$ cat src/rtl/vmul_params.svh
// Widths, queue depths and multiplier latencies of the vector multiply unit

`ifndef VMUL_PARAMS_SVH
`define VMUL_PARAMS_SVH

// Operand word and instruction bookkeeping
`define VMUL_ELEN       64
`define VMUL_INSN_DEPTH 4
`define VMUL_RESQ_DEPTH 2
`define VMUL_NR_IDS     8
`define VMUL_VL_W       7

// Pipeline registers per element width
`define VMUL_LAT_EW64   3
`define VMUL_LAT_EW32   2
`define VMUL_LAT_EW16   1
`define VMUL_LAT_EW8    1

`endif

$ cat src/rtl/vmul_insn_pkg.sv
// Instruction-side types of the vector multiply unit
// Opcodes, element widths, the queued instruction and a width helper

`default_nettype none
`include "vmul_params.svh"

package vmul_insn_pkg;

  typedef enum logic [1:0] {VMUL, VMULH, VMULHU, VMACC} vmul_op_e;
  typedef enum logic [1:0] {EW8 = 2'd0, EW16 = 2'd1, EW32 = 2'd2, EW64 = 2'd3} vsew_e;

  typedef logic [$clog2(`VMUL_NR_IDS)-1:0] vid_t;
  typedef logic [4:0]                      vreg_t;
  typedef logic [`VMUL_VL_W-1:0]           vlen_t;

  typedef struct packed {
    vmul_op_e              op;
    vsew_e                 vsew;
    vlen_t                 vl;
    vreg_t                 vd;
    vid_t                  id;
    logic                  use_scalar;
    logic [`VMUL_ELEN-1:0] scalar;
  } vmul_insn_t;

  // Elements of the given width in one operand word
  function automatic logic [3:0] elems_per_word(vsew_e vsew);
    return 4'd8 >> vsew;
  endfunction

endpackage

`default_nettype wire

$ cat src/rtl/vmul_data_pkg.sv
// Data-side types of the vector multiply unit
// Operand words, multiplier requests and register-file writes

`default_nettype none
`include "vmul_params.svh"

package vmul_data_pkg;
  import vmul_insn_pkg::*;

  typedef logic [`VMUL_ELEN-1:0]   elen_t;
  typedef logic [`VMUL_ELEN/8-1:0] strb_t;
  // Register number on top, word index within the register below
  typedef logic [$bits(vreg_t)+`VMUL_VL_W-2:0] vaddr_t;

  typedef struct packed {
    elen_t    a;
    elen_t    b;
    elen_t    c;
    vmul_op_e op;
  } mul_req_t;

  typedef struct packed {
    vid_t   id;
    vaddr_t addr;
    elen_t  wdata;
    strb_t  be;
  } vrf_wr_t;

endpackage

`default_nettype wire

$ cat src/rtl/vmul_result_queue.sv
// Result queue of the vector multiply unit
// In-order draining of the multipliers, register-file writes and done pulses

`timescale 1ns/1ps
`default_nettype none
`include "vmul_params.svh"

module vmul_result_queue import vmul_insn_pkg::*; import vmul_data_pkg::*; (
  input  wire logic                clk_i,
  input  wire logic                rst_ni,
  input  wire elen_t [3:0]         lane_result_i,
  input  wire logic  [3:0]         lane_valid_i,
  output logic       [3:0]         lane_ready_o,
  input  wire vmul_insn_t          proc_insn_i,
  input  wire logic                proc_valid_i,
  output logic                     proc_done_o,
  input  wire vmul_insn_t          commit_insn_i,
  input  wire logic                commit_valid_i,
  output logic                     commit_done_o,
  output vrf_wr_t                  vrf_wr_o,
  output logic                     vrf_req_o,
  input  wire logic                vrf_gnt_i,
  output logic [`VMUL_NR_IDS-1:0]  insn_done_o
);

  localparam int unsigned Depth = `VMUL_RESQ_DEPTH;
  localparam int unsigned PntW  = $clog2(Depth);

  vrf_wr_t         queue_q [Depth];
  logic [PntW-1:0] wr_pnt_q, rd_pnt_q;
  logic [PntW:0]   cnt_q;
  vlen_t           proc_elem_q, commit_elem_q;

  logic       full, take, pop;
  vlen_t      proc_rem, commit_rem;
  logic [3:0] proc_per, commit_per;
  vrf_wr_t    entry;

  assign full     = (cnt_q == Depth);
  assign proc_per = elems_per_word(proc_insn_i.vsew);
  assign proc_rem = proc_insn_i.vl - proc_elem_q;

  // Only the lane of the oldest unprocessed instruction is drained
  always_comb begin
    lane_ready_o = '0;
    if (proc_valid_i && !full) begin
      lane_ready_o[proc_insn_i.vsew] = 1'b1;
    end
  end

  assign take        = proc_valid_i && !full && lane_valid_i[proc_insn_i.vsew];
  assign proc_done_o = take && (proc_rem <= vlen_t'(proc_per));

  always_comb begin
    logic [3:0] nelem;
    logic [3:0] nbytes;
    vlen_t      word_idx;
    // Last word of an instruction may be partly filled
    nelem    = (proc_rem < vlen_t'(proc_per)) ? proc_rem[3:0] : proc_per;
    nbytes   = nelem << proc_insn_i.vsew;
    word_idx = proc_elem_q >> (3 - int'(proc_insn_i.vsew));
    entry.id    = proc_insn_i.id;
    entry.addr  = {proc_insn_i.vd, word_idx[`VMUL_VL_W-2:0]};
    entry.wdata = lane_result_i[proc_insn_i.vsew];
    entry.be    = strb_t'((9'd1 << nbytes) - 9'd1);
  end

  assign vrf_req_o  = (cnt_q != '0);
  assign vrf_wr_o   = queue_q[rd_pnt_q];
  assign pop        = vrf_req_o && vrf_gnt_i;
  assign commit_per = elems_per_word(commit_insn_i.vsew);
  assign commit_rem = commit_insn_i.vl - commit_elem_q;

  assign commit_done_o = pop && commit_valid_i && (commit_rem <= vlen_t'(commit_per));

  always_comb begin
    insn_done_o = '0;
    if (commit_done_o) begin
      insn_done_o[commit_insn_i.id] = 1'b1;
    end
  end

  always_ff @(posedge clk_i) begin
    if (take) begin
      queue_q[wr_pnt_q] <= entry;
    end
  end

  always_ff @(posedge clk_i or negedge rst_ni) begin
    if (!rst_ni) begin
      wr_pnt_q      <= '0;
      rd_pnt_q      <= '0;
      cnt_q         <= '0;
      proc_elem_q   <= '0;
      commit_elem_q <= '0;
    end else begin
      if (take) wr_pnt_q <= wr_pnt_q + 1'b1;
      if (pop) rd_pnt_q <= rd_pnt_q + 1'b1;
      cnt_q <= cnt_q + (PntW+1)'(take) - (PntW+1)'(pop);
      if (take) begin
        proc_elem_q <= proc_done_o ? '0 : proc_elem_q + vlen_t'(proc_per);
      end
      if (pop) begin
        commit_elem_q <= commit_done_o ? '0 : commit_elem_q + vlen_t'(commit_per);
      end
    end
  end

endmodule

`default_nettype wire

$ cat config.mk
export PLATFORM = sky130hd
export DESIGN_NAME = vmul_result_queue
export DESIGN_NICKNAME = d
export VERILOG_FILES = /design/src/rtl/vmul_insn_pkg.sv /design/src/rtl/vmul_data_pkg.sv /design/src/rtl/vmul_result_queue.sv
export VERILOG_INCLUDE_DIRS = /design/src /design/src/rtl
export SDC_FILE = /design/constraint.sdc
export NUM_CORES = 1
export LEC_CHECK = 0
export BUFFER_PORTS_ARGS = -buffer_cell sky130_fd_sc_hd__buf_2
export CAP_MARGIN = 25
export CORE_AREA = 2 2 208 210
export DETAILED_ROUTE_END_ITERATION = 16
export DIE_AREA = 0 0 210 212
export SETUP_SLACK_MARGIN = 0.3
export SLEW_MARGIN = 0
export SYNTH_ARGS = -nofsm -noshare
export SYNTH_HDL_FRONTEND = slang
export SYNTH_SLANG_ARGS = --single-unit
$ cat constraint.sdc
create_clock -name clk_i -period 10.4 [get_ports clk_i]
set_clock_uncertainty 0.15 [all_clocks]
set_input_delay 1.56 -clock clk_i [delete_from_list [all_inputs] [get_ports clk_i]]
set_output_delay 1.56 -clock clk_i [all_outputs]
set_load 0.1 [all_outputs]
==> results of run 1 <==
==> worst paths after layout <==
| kind | startpoint | endpoint | slack [ps] |
|---|---|---|---|
| hold / removal | cnt_q[1] | cnt_q[1] | 380 |
| setup reg to reg | proc_elem_q[0] | queue_q[1][6] | 5850 |
| hold reg to reg | cnt_q[1] | cnt_q[1] | 380 |
| min in group asynchronous | rst_ni | proc_elem_q[5] | 910 |
| setup / recovery | proc_insn_i[80] | proc_done_o | 3720 |
| max in group asynchronous | rst_ni | rd_pnt_q | 8810 |
==> stage by stage <==
stage / total power [mW] / util [%]
2_1_floorplan: 2.624 / -
3_3_place_gp: 2.980 / 29.79
3_5_place_dp: 3.006 / 29.79
4_1_cts: 3.683 / 31.13
5_1_grt: 3.809 / 31.13
6_report: 3.619 / 31.14
==> routing by layer <==
layer | GRT usage [%] | vias to the layer above
li1 | - | 3259
met1 | 15.67 | 3502
met2 | 20.91 | 225
met3 | 3.708 | 25
met4 | 4.280 | 0
met5 | 0 | -
==> cell families (layout without fill, tap and decap cells) <==
logic type                 after synthesis  in the layout  synth area share, %
AOI/OAI and AO/OA                       64             64                4.618
xor gates and xnor gates                24             24                2.091
other                                    0              1                    0
adders and majority gates               35             35                4.655
buffers and inverters                   63            467                2.527
DFF                                    190            190                55.86
muxes                                  162            162                25.29
and+or+nand+nor                         91             91                4.954
==> cells in the final DEF, fill, tap and decap left out, types with 3 or more instances in the layout <==
cell type    n
a21oi_1     16
inv_6        3
dfrtp_1     17
inv_1       30
a21oi_2      3
edfxtp_1   172
nor2b_1      6
mux2i_1     11
xnor2_1     13
o22ai_1      3
buf_2      392
ha_1        31
o311ai_0     3
mux2_2      86
o21ai_0      8
fa_1         4
o21ai_1      3
clkbuf_1     3
nand2b_1     9
nand2_1     16
mux4_2      65
and4b_1      3
xor2_1      11
nand3_1      5
o211ai_1     3
or2_2        3
nor2_1      29
buf_4       10
clkbuf_16   17
a21o_1      10
==> state kept, by name (all words and copies together) (netlist names) <==
signal         cells
rd_pnt_q           1
commit_elem_q      7
cnt_q              2
wr_pnt_q           1
queue_q          172
proc_elem_q        7
==> cell type report <==
| type | count | area share (%) |
|---|---|---|
| Sequential cell | 190 | 42.46 |
| Multi-Input combinational cell | 376 | 31.72 |
| Timing Repair Buffer | 402 | 15.39 |
| Tap cell | 546 | 5.162 |
| Clock buffer | 20 | 3.299 |
| Clock inverter | 12 | 1.021 |
| Inverter | 33 | 0.9359 |
| Antenna cell | 1 | 0.01891 |
==> where the power goes <==
group          switching, mW  internal [mW]  total, mW
Clock                  0.295          0.356      0.651
Sequential            0.0691          0.982       1.05
Combinational           1.44          0.479       1.92
Total                   1.80           1.82       3.62
==> run_results.csv, run 1 <==
group,metric,value,unit
global_routing,grt_max_degree,61,
synth,avgSynthCellArea,15.98,sq um
critical_path,startpoint_type,"input port",
clock_network,ctsHtreeMaxLevel,4,
layout,drive_gt1_share,58.18,%
detailed_routing,drt_wl_total,28490,um
timing,fin_ws,3723,ps
timing,slew_violations,0,
timing,layout_worst_path_cycle_share,64.20,%
clock_network,postCtsHoldBufs,0,
global_routing,grt.total_usage,12.58,%
clock_network,cts_buffers,17,
min_path,holdPathStages,1,
timing,rsz0062_at_grt,"no",
clock_network,post_cts_buffers,0,
clock_network,clock_latency,450,ps
clock_network,cts_resized,0,
detailed_routing,vias,7011,
die,dieArea,44520,sq um
place,numPortBuffers,394,
synth,synth.distinct_cells,58,
clock_network,root_buffer,"clkbuf_16",
synth,syn-num-nets,1097,
layout,area_growth,31.67,%
critical_path,critPathKind,"in2out",
detailed_routing,met2WireLength,13900,um
clock_network,cts_sinks,190,
layout,multi_input_area,4198,sq um
synth,synth_seq_area_share,55.86,%
detailed_routing,highest_layer,"met4",
synth,synth_seq_cells,190,
critical_path,critPathCaptureType,"primary output",
die,fp.coreArea,42510,sq um
critical_path,path_delay_family,"buffers and inverters",
critical_path,critical_path_required,8690,ps
place,dp_cells,1547,
die,dieHeight,212,um
detailed_routing,met3_length,1924,um
timing,hold_viol,0,
critical_path,crit_path_max_incr_delay,700,ps
critical_path,arrival,4970,ps
synth,synthTopCellsByCount,"edfxtp_1 (172), mux2_2 (86), mux4_2 (65)",
die,num_rows,76,
layout,finalNonFillerCells,1580,
die,die_w,210,um
power_and_ir_drop,power_density,273.5,nW/um^2
critical_path,cpMaxStageDelayCell,"buf_4",
global_routing,grt_pass1_vias,7148,
synth,yosysTopAreaCellShare,51.38,%
global_routing,grt_pass1_wl,41280,um
timing,min_period,6677,ps
detailed_routing,routedWlPerCell,18.03,um
synth,yosysTopAreaCell,"edfxtp_1",
detailed_routing,ant_nets,0,
synth,synth_area,10050,sq um
detailed_routing,drtPass1Iterations,4,
synth,syn_inst,629,
critical_path,crit_buf_inv,3,
critical_path,path_cells,"buf_4, buf_4, nand2b_1, ha_1, o21ai_1, nand2b_1, a21oi_1, a41oi_1, nor3_4, buf_2",
global_routing,grt_overflow,0,
power_and_ir_drop,p_leak,5.311,nW
timing,worst_slew_pin_slew,911.0,ps
place,hpwl,21320,um
flow_run,cap_violations,0,
outcome,status,"completed",
detailed_routing,drt_iter0_markers,304,
critical_path,crit_fanout,42,
detailed_routing,viasPerCell,4.437,
clock_network,cts_buffer_depth,2,
die,io_pins,534,
place,place_area,12660,sq um
synth,synthArstFlopShare,9.474,%
synth,yosys_warnings,0,
power_and_ir_drop,vdd_drop_max,0.1671,mV
critical_path,r2r_cells,16,
detailed_routing,drc,0,
clock_network,clk_pin_slew,70,ps
detailed_routing,wl_met1,12230,um
synth,synth-edff-count,172,
synth,synthTopCellsByArea,"edfxtp_1 (51%), mux4_2 (15%), mux2_2 (9.6%)",
timing,whs,378.1,ps
place,pre_cts_ws,3605,ps
min_path,hold_class,"reg2reg",
critical_path,crit_cells,10,
layout,nets,1488,
synth,synth_flop_cell,"edfxtp_1",
global_routing,antenna_found_initial,2,
timing,setup_violations,0,
synth,synth_most_common_cell,"edfxtp_1",
place,gp_congestion,0.7783,
timing,tns,0,ps
die,start_util,23.65,%
clock_network,cts_tree,"yes",
layout,nFillCells,4256,
timing,relSlewSlack,39.27,%
timing,fmax,149.8,MHz
layout,stdcell_area,13240,sq um
layout,seqCellArea,5619,sq um
Note: power is estimated with default switching activity, not from simulation.
==> inputs of run 2 (changes only) <==
Clock period 10.4 ns to 6.13 ns, I/O delays scaled along.
==> run 2 against run 1 <==
Worst hold slack got worse by 100 ps; routed wire length fell by 0.89%; register-to-register slack got worse by 4400 ps; critical path type unchanged; critical endpoint unchanged; via count fell by 0.51%; final cell count barely moved; setup slack got worse by 2700 ps.
==> run_results.csv, run 2 (synthesis results as in run 1) <==
group,metric,value,unit
detailed_routing,met2WireLength,13880,um
clock_network,clock_latency,440,ps
critical_path,crit_fanout,8,
timing,fin_ws,1052,ps
layout,nFillCells,4288,
detailed_routing,vias,6975,
clock_network,cts_resized,0,
detailed_routing,highest_layer,"met4",
die,io_pins,534,
timing,hold_viol,0,
place,numPortBuffers,394,
clock_network,cts_buffer_depth,2,
critical_path,r2r-end,"queue_q[1][6]",
critical_path,critical_path_required,5060,ps
timing,slew_violations,0,
global_routing,antenna_found_initial,0,
critical_path,startpoint_type,"input port",
layout,largest_reg_flops,172,
detailed_routing,wl_met1,12410,um
global_routing,grt_overflow,0,
outcome,status,"completed",
layout,layout_commonest_cell,"buf_2",
critical_path,rrSetupSlack,1470,ps
layout,reg_top3,"queue_q x172, commit_elem_q x7, proc_elem_q x7",
detailed_routing,drc,0,
global_routing,grt_pass1_vias,7226,
detailed_routing,met3_length,1548,um
die,die_w,210,um
layout,area_growth,32.06,%
clock_network,clk_pin_slew,70,ps
detailed_routing,drtPass1Iterations,4,
detailed_routing,ant_nets,0,
critical_path,critPathLaunch,"proc_insn_i[73]",
min_path,hold_class,"in2async",
clock_network,post_cts_buffers,0,
die,dieArea,44520,sq um
timing,fmax,196.9,MHz
layout,stdcell_area,13280,sq um
clock_network,cts_sinks,190,
clock_network,cts_buffers,17,
timing,layout_worst_path_cycle_share,82.83,%
die,start_util,23.65,%
place,gp_congestion,0.7509,
power_and_ir_drop,finalPower,6.143,mW
place,dp_cells,1550,
place,pre_cts_ws,838.5,ps
global_routing,grt_max_degree,63,
detailed_routing,drt_wl_total,28230,um
timing,min_period,5078,ps
timing,tns,0,ps
layout,drive_gt1_share,58.55,%
power_and_ir_drop,power_density,462.7,nW/um^2
clock_network,postCtsHoldBufs,0,
die,dieHeight,212,um
clock_network,root_buffer,"clkbuf_16",
critical_path,arrival,4010,ps
flow_run,cap_violations,0,
critical_path,critPathKind,"in2out",
layout,finalNonFillerCells,1581,
timing,worst_slew_pin_slew,997.9,ps
layout,final_cell_mix,"buf_2 (392), edfxtp_1 (172), mux2_2 (86)",
detailed_routing,routedWlPerCell,17.86,um
power_and_ir_drop,vdd_drop_max,0.2508,mV
layout,largest_register,"queue_q",
critical_path,r2r_cells,16,
die,fp.coreArea,42510,sq um
timing,whs,273.7,ps
global_routing,grt.total_usage,12.51,%
die,num_rows,76,
detailed_routing,viasPerCell,4.412,
timing,rsz0062_at_grt,"no",
layout,fin_util,31.23,%
power_and_ir_drop,p_leak,5.337,nW
place,place_area,12690,sq um
timing,setup_violations,0,
detailed_routing,drt_iter0_markers,266,
critical_path,critPathCaptureType,"primary output",
layout,diodes,0,
clock_network,cts_tree,"yes",
layout,nets,1491,
place,hpwl,21100,um
clock_network,ctsHtreeMaxLevel,4,
timing,relSlewSlack,33.48,%
critical_path,r2r_start,"proc_elem_q[0]",
global_routing,grt_pass1_wl,41270,um
[run 2: cell count changes in the layout (fill, tap and decap cells not counted)]
cell	change
inv_8	+3
clkinv_1	-1
nor4bb_2	+1
diode_2	-1
clkbuf_1	-1
clkinvlp_4	-1
buf_4	+3
nor4bb_1	-1
clkinv_2	-1
[run 2: per-layer routing]
layer  vias up  track usage [%]
met5         -                0
met4         0            3.888
met3        18            2.999
met2       240            21.07
met1      3463            15.92
li1       3254                -
[run 2: worst max-delay path by stage]
stage	to	slack, ps	cells past startpoint
after CTS	proc_done_o	1070	14
final	proc_done_o	1050	14
after global placement	queue_q[0][6]	930	18
after floorplan	queue_q[0][0]	130	5
after global routing	proc_done_o	840	14
after detailed placement	queue_q[1][6]	840	18
[run 2: report_power, final]
part           switching (mW)  leakage, nW  internal (mW)
clock network           0.508        0.286          0.614
logic                    2.37         3.29          0.814
registers               0.168         1.76           1.67
total                    3.05         5.34           3.09
[run 2: cell type report]
type | count | area [sq um] | area share [%]
flip-flops and latches | 190 | 5619 | 42.33
multi-input cells | 376 | 4204 | 31.67
repair buffers | 405 | 2059 | 15.51
well taps | 546 | 683.2 | 5.146
clock buffers | 19 | 432.9 | 3.261
clock inverters | 12 | 152.6 | 1.150
inverters | 33 | 123.9 | 0.9331
[run 2: worst max-delay path, cell delays in order]
cell and delay, ps:
buf_2 110, inv_1 60, ha_1 170, inv_1 50, fa_1 400, xnor2_1 450, inv_2 120, ha_1 330
o21ai_1 80, nand2b_1 70, a21oi_1 290, a41oi_1 120, nor3_4 340, buf_2 500
