File: config.mk
export PLATFORM = sky130hd
export DESIGN_NAME = vmul_insn_queue
export DESIGN_NICKNAME = d
export VERILOG_FILES = /design/src/rtl/vmul_insn_pkg.sv /design/src/rtl/vmul_data_pkg.sv /design/src/rtl/vmul_insn_queue.sv
export VERILOG_INCLUDE_DIRS = /design/src /design/src/rtl
export SDC_FILE = /design/constraint.sdc
export NUM_CORES = 1
export LEC_CHECK = 0
export BUFFER_PORTS_ARGS = -buffer_cell sky130_fd_sc_hd__buf_4
export CELL_PAD_IN_SITES_DETAIL_PLACEMENT = 0
export CELL_PAD_IN_SITES_GLOBAL_PLACEMENT = 1
export CORE_AREA = 2 2 255 257
export CTS_CLUSTER_SIZE = 10
export DETAILED_ROUTE_END_ITERATION = 10
export DIE_AREA = 0 0 257 259
export HOLD_SLACK_MARGIN = 0.12
export PLACE_DENSITY_LB_ADDON = 0.1
export SYNTH_ARGS = -nofsm -noshare
export SYNTH_HDL_FRONTEND = slang
export SYNTH_SLANG_ARGS = --single-unit
File: constraint.sdc
create_clock -name clk_i -period 4.65 [get_ports clk_i]
set_input_delay 0.2325 -clock clk_i [delete_from_list [all_inputs] [get_ports clk_i]]
set_output_delay 0.2325 -clock clk_i [all_outputs]
set_load 0.005 [all_outputs]
File: src/rtl/vmul_params.svh
// Widths, queue depths and multiplier latencies of the vector multiply unit

`ifndef VMUL_PARAMS_SVH
`define VMUL_PARAMS_SVH

// Operand word and instruction bookkeeping
`define VMUL_ELEN       64
`define VMUL_INSN_DEPTH 4
`define VMUL_RESQ_DEPTH 2
`define VMUL_NR_IDS     8
`define VMUL_VL_W       7

// Pipeline registers per element width
`define VMUL_LAT_EW64   3
`define VMUL_LAT_EW32   2
`define VMUL_LAT_EW16   1
`define VMUL_LAT_EW8    1

`endif

File: src/rtl/vmul_insn_pkg.sv
// Instruction-side types of the vector multiply unit
// Opcodes, element widths, the queued instruction and a width helper

`default_nettype none
`include "vmul_params.svh"

package vmul_insn_pkg;

  typedef enum logic [1:0] {VMUL, VMULH, VMULHU, VMACC} vmul_op_e;
  typedef enum logic [1:0] {EW8 = 2'd0, EW16 = 2'd1, EW32 = 2'd2, EW64 = 2'd3} vsew_e;

  typedef logic [$clog2(`VMUL_NR_IDS)-1:0] vid_t;
  typedef logic [4:0]                      vreg_t;
  typedef logic [`VMUL_VL_W-1:0]           vlen_t;

  typedef struct packed {
    vmul_op_e              op;
    vsew_e                 vsew;
    vlen_t                 vl;
    vreg_t                 vd;
    vid_t                  id;
    logic                  use_scalar;
    logic [`VMUL_ELEN-1:0] scalar;
  } vmul_insn_t;

  // Elements of the given width in one operand word
  function automatic logic [3:0] elems_per_word(vsew_e vsew);
    return 4'd8 >> vsew;
  endfunction

endpackage

`default_nettype wire

File: src/rtl/vmul_data_pkg.sv
// Data-side types of the vector multiply unit
// Operand words, multiplier requests and register-file writes

`default_nettype none
`include "vmul_params.svh"

package vmul_data_pkg;
  import vmul_insn_pkg::*;

  typedef logic [`VMUL_ELEN-1:0]   elen_t;
  typedef logic [`VMUL_ELEN/8-1:0] strb_t;
  // Register number on top, word index within the register below
  typedef logic [$bits(vreg_t)+`VMUL_VL_W-2:0] vaddr_t;

  typedef struct packed {
    elen_t    a;
    elen_t    b;
    elen_t    c;
    vmul_op_e op;
  } mul_req_t;

  typedef struct packed {
    vid_t   id;
    vaddr_t addr;
    elen_t  wdata;
    strb_t  be;
  } vrf_wr_t;

endpackage

`default_nettype wire

File: src/rtl/vmul_insn_queue.sv
// Instruction queue of the vector multiply unit
// Issue sequencing, scalar replication and lane routing of operand words

`timescale 1ns/1ps
`default_nettype none
`include "vmul_params.svh"

module vmul_insn_queue import vmul_insn_pkg::*; import vmul_data_pkg::*; (
  input  wire logic       clk_i,
  input  wire logic       rst_ni,
  input  wire vmul_insn_t insn_i,
  input  wire logic       insn_valid_i,
  output logic            insn_ready_o,
  input  wire mul_req_t   opnd_i,
  input  wire logic       opnd_valid_i,
  output logic            opnd_ready_o,
  output mul_req_t        lane_req_o,
  output logic [3:0]      lane_valid_o,
  input  wire logic [3:0] lane_ready_i,
  output vmul_insn_t      proc_insn_o,
  output logic            proc_valid_o,
  input  wire logic       proc_done_i,
  output vmul_insn_t      commit_insn_o,
  output logic            commit_valid_o,
  input  wire logic       commit_done_i
);

  localparam int unsigned Depth = `VMUL_INSN_DEPTH;
  localparam int unsigned PntW  = $clog2(Depth);

  typedef logic [PntW-1:0] pnt_t;
  typedef logic [PntW:0]   cnt_t;

  vmul_insn_t insn_q [Depth];
  pnt_t       accept_pnt_q, issue_pnt_q, proc_pnt_q, commit_pnt_q;
  cnt_t       issue_cnt_q, proc_cnt_q, commit_cnt_q;
  vlen_t      issued_q;

  vmul_insn_t issue_insn;
  logic       accept, issue_valid, issue_fire, issue_last;
  vlen_t      issue_rem;
  logic [3:0] per_word;
  elen_t      scalar_rep;

  // Commit count bounds the queue, an entry frees only once written back
  assign insn_ready_o = (commit_cnt_q < cnt_t'(Depth));
  assign accept       = insn_valid_i && insn_ready_o;

  assign issue_insn  = insn_q[issue_pnt_q];
  assign issue_valid = (issue_cnt_q != '0);
  assign per_word    = elems_per_word(issue_insn.vsew);
  assign issue_rem   = issue_insn.vl - issued_q;
  assign issue_last  = (issue_rem <= vlen_t'(per_word));

  assign opnd_ready_o = issue_valid && lane_ready_i[issue_insn.vsew];
  assign issue_fire   = opnd_ready_o && opnd_valid_i;

  always_comb begin
    case (issue_insn.vsew)
      EW8:     scalar_rep = {8{issue_insn.scalar[7:0]}};
      EW16:    scalar_rep = {4{issue_insn.scalar[15:0]}};
      EW32:    scalar_rep = {2{issue_insn.scalar[31:0]}};
      default: scalar_rep = issue_insn.scalar;
    endcase
  end

  // Same payload to every lane, only the selected lane sees valid
  always_comb begin
    lane_req_o    = opnd_i;
    lane_req_o.op = issue_insn.op;
    if (issue_insn.use_scalar) begin
      lane_req_o.a = scalar_rep;
    end
    lane_valid_o = '0;
    if (issue_valid) begin
      lane_valid_o[issue_insn.vsew] = opnd_valid_i;
    end
  end

  assign proc_insn_o    = insn_q[proc_pnt_q];
  assign proc_valid_o   = (proc_cnt_q != '0);
  assign commit_insn_o  = insn_q[commit_pnt_q];
  assign commit_valid_o = (commit_cnt_q != '0);

  always_ff @(posedge clk_i) begin
    if (accept) begin
      insn_q[accept_pnt_q] <= insn_i;
    end
  end

  always_ff @(posedge clk_i or negedge rst_ni) begin
    if (!rst_ni) begin
      accept_pnt_q <= '0;
      issue_pnt_q  <= '0;
      proc_pnt_q   <= '0;
      commit_pnt_q <= '0;
      issue_cnt_q  <= '0;
      proc_cnt_q   <= '0;
      commit_cnt_q <= '0;
      issued_q     <= '0;
    end else begin
      if (accept) accept_pnt_q <= accept_pnt_q + 1'b1;
      if (issue_fire && issue_last) issue_pnt_q <= issue_pnt_q + 1'b1;
      if (proc_done_i) proc_pnt_q <= proc_pnt_q + 1'b1;
      if (commit_done_i) commit_pnt_q <= commit_pnt_q + 1'b1;
      issue_cnt_q  <= issue_cnt_q + cnt_t'(accept) - cnt_t'(issue_fire && issue_last);
      proc_cnt_q   <= proc_cnt_q + cnt_t'(accept) - cnt_t'(proc_done_i);
      commit_cnt_q <= commit_cnt_q + cnt_t'(accept) - cnt_t'(commit_done_i);
      // Elements already sent for the issuing instruction
      if (issue_fire) begin
        issued_q <= issue_last ? '0 : issued_q + vlen_t'(per_word);
      end
    end
  end

endmodule

`default_nettype wire

==> results of run 1 <==
-- power breakdown --
part,internal [mW],switching (mW),total (mW),leakage [nW]
Combinational,4.72,4.73,9.45,5.23
Sequential,4.13,0.696,4.83,3.32
Clock,1.90,1.35,3.25,0.649
Total,10.8,6.77,17.5,9.21
-- per-stage QoR --
step | total power [mW] | TNS [ns] | util | instance area [sq um] | instances
after floorplan | 9.83 | -0.124 | - | 20200 | 1252
after global placement | 14.5 | 0 | 0.363 | 23200 | 2323
after detailed placement | 14.5 | 0 | 0.363 | 23200 | 2323
after CTS | 17.9 | 0 | 0.399 | 25500 | 2485
after global routing | 18.6 | 0 | 0.399 | 25500 | 2489
final | 17.5 | 0 | 0.399 | 25500 | 2490
-- kinds of logic (layout without fill, tap and decap cells) --
group	after synthesis	after routing
and+or+nand+nor	214	214
AOI/OAI and AO/OA	133	133
adders and majority gates	29	29
muxes	259	259
DFF	360	360
other	0	2
buffers and inverters	238	619
xor gates and xnor gates	19	19
-- sequential cells by signal (all words and copies together) (netlist names) --
register      cells
accept_pnt_q      2
commit_cnt_q      3
commit_pnt_q      2
insn_q          336
issue_cnt_q       3
issue_pnt_q       2
issued_q          7
proc_cnt_q        3
proc_pnt_q        2
-- synth_stat cells, drive strengths merged (9+ instances only) --
cell type / number / area (sq um)
mux2i: 13 / 130
dfrtp: 24 / 601
a31oi: 10 / 62.6
nor2b: 11 / 68.8
o21ai: 44 / 220
a21oi: 40 / 200
nor2: 33 / 126
edfxtp: 336 / 10100
nand2: 140 / 526
mux4: 243 / 5470
o31ai: 9 / 72.6
ha: 24 / 300
clkbuf: 31 / 116
buf: 183 / 1270
inv: 23 / 86.3
xnor2: 12 / 120
-- worst min-delay path by stage --
stage / start / endpoint / slack, ns / cells past startpoint
after CTS: insn_valid_i / accept_pnt_q[0]$_DFFE_PN0P_ / 0.15 / 3
after detailed placement: rst_ni / proc_cnt_q[2]$_DFF_PN0_ / 0.18 / 1
after global routing: insn_valid_i / accept_pnt_q[0]$_DFFE_PN0P_ / 0.18 / 3
after floorplan: rst_ni / accept_pnt_q[0]$_DFFE_PN0P_ / -0.06 / 0
after global placement: rst_ni / proc_cnt_q[0]$_DFF_PN0_ / 0.18 / 1
final: insn_valid_i / accept_pnt_q[0]$_DFFE_PN0P_ / 0.18 / 3
-- final cells by class --
class	count	area (sq um)	share of cell area
antenna	2	5.00	0.000196
multi-input combinational	654	7980	0.313
timing repair buffer	522	4290	0.168
clock buffer	59	1230	0.0483
tap	855	1070	0.0419
sequential	360	10700	0.420
clock inverter	14	119	0.00466
inverter	24	95.1	0.00373
-- tightest hold or removal path: stages --
cell and delay [ns]:
buf_4 0.10, nor2b_1 0.22, xnor2_1 0.16
-- per-layer routing --
layer	GRT usage	up-vias	share of wire
met3	0.0682	148	0.079
li1	-	5590	-
met2	0.369	487	0.50
met5	0	-	0.00030
met1	0.255	6688	0.38
met4	0.0772	4	0.036
-- repair_timing --
item | in CTS | in global routing
setup endpoints to repair | 0 | 1
buffers inserted | 0 | 3
endpoints found under the hold margin | 366 | 0
hold buffers | 89 | 0
==> qor.csv, run 1 <==
stage,metric,value,unit
run_status,status,"finished, final reports clean",
routing,wire_per_inst,29.2,um
critical_path,reg2reg_from,issue_pnt_q[0]$_DFFE_PN0P_,
finish,n_fill_cell,5951,
critical_path,worstPathCellList,mux4_2 > ha_1 > nor2b_1 > o31a_1 > a21oi_1 > ha_1 > a21oi_1 > a21oi_1 > or4_1 > nor3_4 > ha_1 > inv_1 > ha_1 > inv_1 > fa_1 > xnor2_1 > xnor2_1,
synth,synth_edf_count,336,
floorplan,fp.dieArea,66600,sq um
placed_design,place_ws,0.181,ns
routing,drcViolationCount,0,
power_and_ir_drop,p_per_area,687,nW/um^2
cts,clk_latency,0.59,ns
floorplan,start_util,0.315,
critical_path,path_delay_family,adder cells,
synth,synthXorXnorAreaFrac,0.00902,
sta,worst_pin_slew,0.975,ns
cts,clkTransAtPathRegs,0.06,ns
critical_path,rrSetupSlack,0.23,ns
critical_path,endpoint,issue_cnt_q[2]$_DFF_PN0_,
synth,yosysWarnings,0,
global_routing,grt_max_degree,83,
routing,final_antenna_net_count,0,
sta,hold_violations,0,
critical_path,crit_cells,17,
finish,final_cell_mix,"422 x buf_4, 336 x edfxtp_1, 243 x mux4_2, 140 x nand2_1, 88 x dlygate4sd3_1",
sta,setup_viol,0,
sta,rsz0062_at_grt,no,
synth,synth-simple-area-share,0.0461,
global_routing,grt_pass1_wl,102000,um
critical_path,crit_buf_inv,2,
routing,drt_iter0_drc,812,
cts,numCtsBuffers,46,
synth,yosysUniqueCellTypes,55,
finish,drive_above_1_share,0.467,
critical_path,critPathCaptureType,flop,
routing,viasPerCell,5.19,
sta,slew_headroom,0.347,
critical_path,cpMostUsedCell,ha_1,
sta,holdWs,0.180,ns
synth,syn_area,20100,sq um
sta,fmax,226,MHz
finish,area_delta_synth_final,26.8,%
critical_path,slowest_delay,0.56,ns
global_routing,grt_overflow_total,0,
floorplan,io_pins,658,
synth,ys.flop_type,edfxtp_1,
floorplan,die_y,259,um
cts,ctsResizeCount,0,
critical_path,cp.arrival,4.92,ns
finish,finalNetCount,1925,
routing,wl,72800,um
synth,ys_seq_area_frac,0.531,
synth,synth-async-reset-ratio,0.0667,
critical_path,path_class,reg -> reg,
synth,synth_compound_area_frac,0.0397,
synth,syn_nets,1569,
routing,vias,12917,
sta,min_period,4.42,ns
synth,syn_inst,1252,
power_and_ir_drop,irDropWorstVdd,337,uV
floorplan,num_rows,93,
cts,cts_sinks,360,
sta,drv_slew,0,
global_routing,globalRouteTotalUtil,0.216,
cts,max-clock-path-buffers,3,
cts,cts_root_buf,clkbuf_16,
sta,setup_ws,0.231,ns
critical_path,critPathLaunchType,flop,
placed_design,io_buffers,399,
cts,h-tree-depth,2,
cts,cts_tree,built,
routing,first_pass_iters,5,
sta,skew,0.0166,ns
placed_design,hpwl,52000,um
job,cap_violations,0,
placed_design,gp_congestion,0.789,
min_path,hp-class,in -> reg,
synth,avgSynthCellArea,16.1,sq um
synth,synth_fa_ha_area_frac,0.0199,
critical_path,reg2reg_depth,17,
sta,finalCritPeriodShare,0.950,
synth,synthMuxAreaShare,0.280,
critical_path,startpoint,issue_pnt_q[0]$_DFFE_PN0P_,
floorplan,coreArea,63900,sq um
critical_path,worstPathRequired,5.15,ns
floorplan,die_w,257,um
synth,synth-seq-cells,360,
critical_path,crit_fanout,6,
critical_path,rr_endpoint,issue_cnt_q[2]$_DFF_PN0_,
finish,layout_commonest_cell,buf_4,
global_routing,antenna_found_initial,4,
synth,synth_top_family_by_area,multiplexers,
power_and_ir_drop,p_leak,9.21,nW
critical_path,cp_slowest_cell,mux4_2,
global_routing,grt_pass1_vias,13672,
Power figures use the tool's default switching activity.
==> inputs of run 2 (changes only) <==
- PLACE_DENSITY: not set -> 0.78
- PLACE_DENSITY_LB_ADDON: 0.1 -> not set
==> run 2 against run 1 <==
  * Clock power is 7.1% lower
  * Die area did not move
  * Utilization is 0.30 points lower
  * Flip-flop and latch count unchanged
  * Critical endpoint unchanged
  * Power shrank 1.4%
  * First-iteration DRC count is 39% higher
  * Hold slack better by 0.015 ns
  * Fmax shrank 1.1%
  * Combinational power grew 1%
  * Critical path depth up 1
  * Critical path type unchanged
  * Register-to-register slack got worse by 0.05 ns
==> qor.csv, run 2 (synthesis gave the netlist of run 1 again) <==
stage,metric,value,unit,change
sta,slew_headroom,0.289,,was 0.347
sta,setup_viol,0,,unchanged
critical_path,rrSetupSlack,0.18,ns,was 0.23 ns
floorplan,coreArea,63900,sq um,unchanged
critical_path,critPathLaunchType,flop,,unchanged
cts,max-clock-path-buffers,3,,unchanged
global_routing,antenna_found_initial,3,,was 4
placed_design,place_inst,2320,,"was 2,323"
finish,fin_util,0.396,,was 0.399
critical_path,worstPathCellList,mux4_2 > inv_2 > ha_4 > inv_2 > fa_2 > ha_1 > nor2b_1 > o211ai_1 > a21oi_1 > or4_1 > nor3_4 > ha_1 > inv_1 > ha_1 > inv_1 > fa_1 > xnor2_1 > xnor2_1,,was mux4_2 > ha_1 > nor2b_1 > o31a_1 > a21oi_1 > ha_1 > a21oi_1 > a21oi_1 > or4_1 > nor3_4 > ha_1 > inv_1 > ha_1 > inv_1 > fa_1 > xnor2_1 > xnor2_1
sta,worst_pin_slew,1.06,ns,was 0.975 ns
floorplan,die_w,257,um,unchanged
critical_path,cpMostUsedCell,ha_1,,unchanged
finish,final_cell_mix,"418 x buf_4, 336 x edfxtp_1, 243 x mux4_2, 140 x nand2_1, 88 x dlygate4sd3_1",,"was 422 x buf_4, 336 x edfxtp_1, 243 x mux4_2, 140 x nand2_1, 88 x dlygate4sd3_1"
finish,finalNetCount,1917,,"was 1,925"
sta,setup_ws,0.182,ns,was 0.231 ns
routing,viasPerCell,5.39,,was 5.19
cts,cts_root_buf,clkbuf_16,,unchanged
global_routing,grt_pass1_vias,13844,,"was 13,672"
floorplan,start_util,0.315,,unchanged
critical_path,cp.arrival,4.92,ns,about the same
finish,largestRegisters,"insn_q (336), issued_q (7)",,unchanged
cts,clkTransAtPathRegs,0.06,ns,about the same
routing,final_antenna_net_count,0,,unchanged
global_routing,grt_pass1_wl,109000,um,"was 102,000 um"
critical_path,crit_buf_inv,4,,was 2
global_routing,globalRouteTotalUtil,0.233,,was 0.216
critical_path,startpoint,issue_pnt_q[0]$_DFFE_PN0P_,,unchanged
critical_path,reg2reg_depth,18,,was 17
finish,layout_commonest_cell,buf_4,,unchanged
sta,setup_tns,0,ns,unchanged
run_status,status,"finished, final reports clean",,unchanged
critical_path,cp_slowest_cell,dfrtp_4,,was mux4_2
critical_path,crit_cells,18,,was 17
global_routing,grt_overflow_total,0,,unchanged
sta,hold_violations,0,,unchanged
placed_design,io_buffers,399,,unchanged
finish,final_cells,2477,,"was 2,490"
sta,finalCritPeriodShare,0.961,,was 0.950
critical_path,rr_endpoint,issue_cnt_q[2]$_DFF_PN0_,,unchanged
placed_design,gp_congestion,0.857,,was 0.789
floorplan,io_pins,658,,unchanged
critical_path,reg2reg_from,issue_pnt_q[0]$_DFFE_PN0P_,,unchanged
critical_path,worstPathRequired,5.10,ns,was 5.15 ns
routing,wl,79100,um,"was 72,800 um"
critical_path,crit_fanout,10,,was 6
sta,skew,0.0106,ns,was 0.0166 ns
cts,h-tree-depth,2,,unchanged
floorplan,fp.dieArea,66600,sq um,unchanged
placed_design,place_ws,0.191,ns,was 0.181 ns
critical_path,path_delay_family,adder cells,,unchanged
floorplan,num_rows,93,,unchanged
min_path,holdPathStages,3,,unchanged
min_path,hp-start,insn_valid_i,,unchanged
power_and_ir_drop,p_leak,9.11,nW,was 9.21 nW
cts,cts_tree,built,,unchanged
finish,area_delta_synth_final,25.8,%,was 26.8%
routing,vias,13346,,"was 12,917"
global_routing,grt_max_degree,79,,was 83
sta,rsz0062_at_grt,no,,unchanged
cts,clk_latency,0.57,ns,was 0.59 ns
finish,n_fill_cell,5865,,"was 5,951"
cts,cts_sinks,360,,unchanged
critical_path,endpoint,issue_cnt_q[2]$_DFF_PN0_,,unchanged
critical_path,critPathCaptureType,flop,,unchanged
cts,numCtsBuffers,44,,was 46
min_path,hp-class,in -> reg,,unchanged
routing,first_pass_iters,5,,unchanged
critical_path,slowest_delay,0.54,ns,was 0.56 ns
sta,min_period,4.47,ns,was 4.42 ns
floorplan,die_y,259,um,unchanged
routing,drcViolationCount,0,,unchanged
placed_design,hpwl,59600,um,"was 52,000 um"
critical_path,path_class,reg -> reg,,unchanged
power_and_ir_drop,p_per_area,682,nW/um^2,was 687 nW/um^2
power_and_ir_drop,irDropWorstVdd,410,uV,was 337 uV
finish,drive_above_1_share,0.465,,was 0.467
job,cap_violations,0,,unchanged
routing,drt_iter0_drc,1132,,was 812
finish,largest_reg_flops,336,,unchanged
routing,wire_per_inst,31.9,um,was 29.2 um
cts,ctsResizeCount,0,,unchanged
finish,top_register,insn_q,,unchanged
sta,fmax,224,MHz,was 226 MHz
sta,drv_slew,0,,unchanged
[run 2: per-layer routing]
layer / global-route usage / vias up / part of all wire
met5: 0.00356 / - / 0.00078
met3: 0.0700 / 132 / 0.085
met1: 0.255 / 7018 / 0.34
met4: 0.0830 / 6 / 0.038
met2: 0.428 / 620 / 0.54
li1: - / 5570 / -
[run 2: metrics by stage]
step                total power [mW]  hold slack (ns)  area (sq um)
floorplan                       9.83          -0.0631         20200
global placement                14.3            0.165         23200
detailed placement              14.4            0.165         23200
CTS                             17.5            0.165         25300
global route                    18.2            0.183         25300
finish                          17.3            0.195         25300
[run 2: where the power goes]
| part | total [mW] | switching [mW] | internal [mW] |
|---|---|---|---|
| combinational | 9.56 | 4.89 | 4.67 |
| sequential | 4.69 | 0.559 | 4.13 |
| clock | 3.02 | 1.29 | 1.73 |
| total | 17.3 | 6.74 | 10.5 |
[run 2: worst min-delay path by stage]
stage,end
final,accept_pnt_q[0]$_DFFE_PN0P_
after global routing,accept_pnt_q[0]$_DFFE_PN0P_
after CTS,accept_pnt_q[0]$_DFFE_PN0P_
after detailed placement,issue_pnt_q[0]$_DFFE_PN0P_
after global placement,issue_pnt_q[0]$_DFFE_PN0P_
after floorplan,accept_pnt_q[0]$_DFFE_PN0P_
[run 2: final cells by class]
type | instances | area [sq um] | area share
clock inverters | 11 | 68.8 | 0.00272
well taps | 855 | 1070 | 0.0423
multi-input cells | 654 | 7980 | 0.315
flip-flops and latches | 360 | 10700 | 0.423
inverters | 24 | 95.1 | 0.00376
clock buffers | 52 | 1150 | 0.0455
diodes | 5 | 12.5 | 0.000494
repair buffers | 516 | 4220 | 0.167
[run 2: worst register-to-register path: cells and delay by family, from the launching register on]
family,cells,cell delay (ns)
AOI/OAI and AO/OA,2,0.28
buffers and inverters,4,0.24
muxes,1,0.54
DFF,1,0.54
and+or+nand+nor,3,0.82
adders and majority gates,6,1.68
xor gates and xnor gates,2,0.28
[run 2: what timing repair did]
item	CTS	global route
hold buffers	89	0
hold endpoints to repair	364	0
buffers inserted	0	0
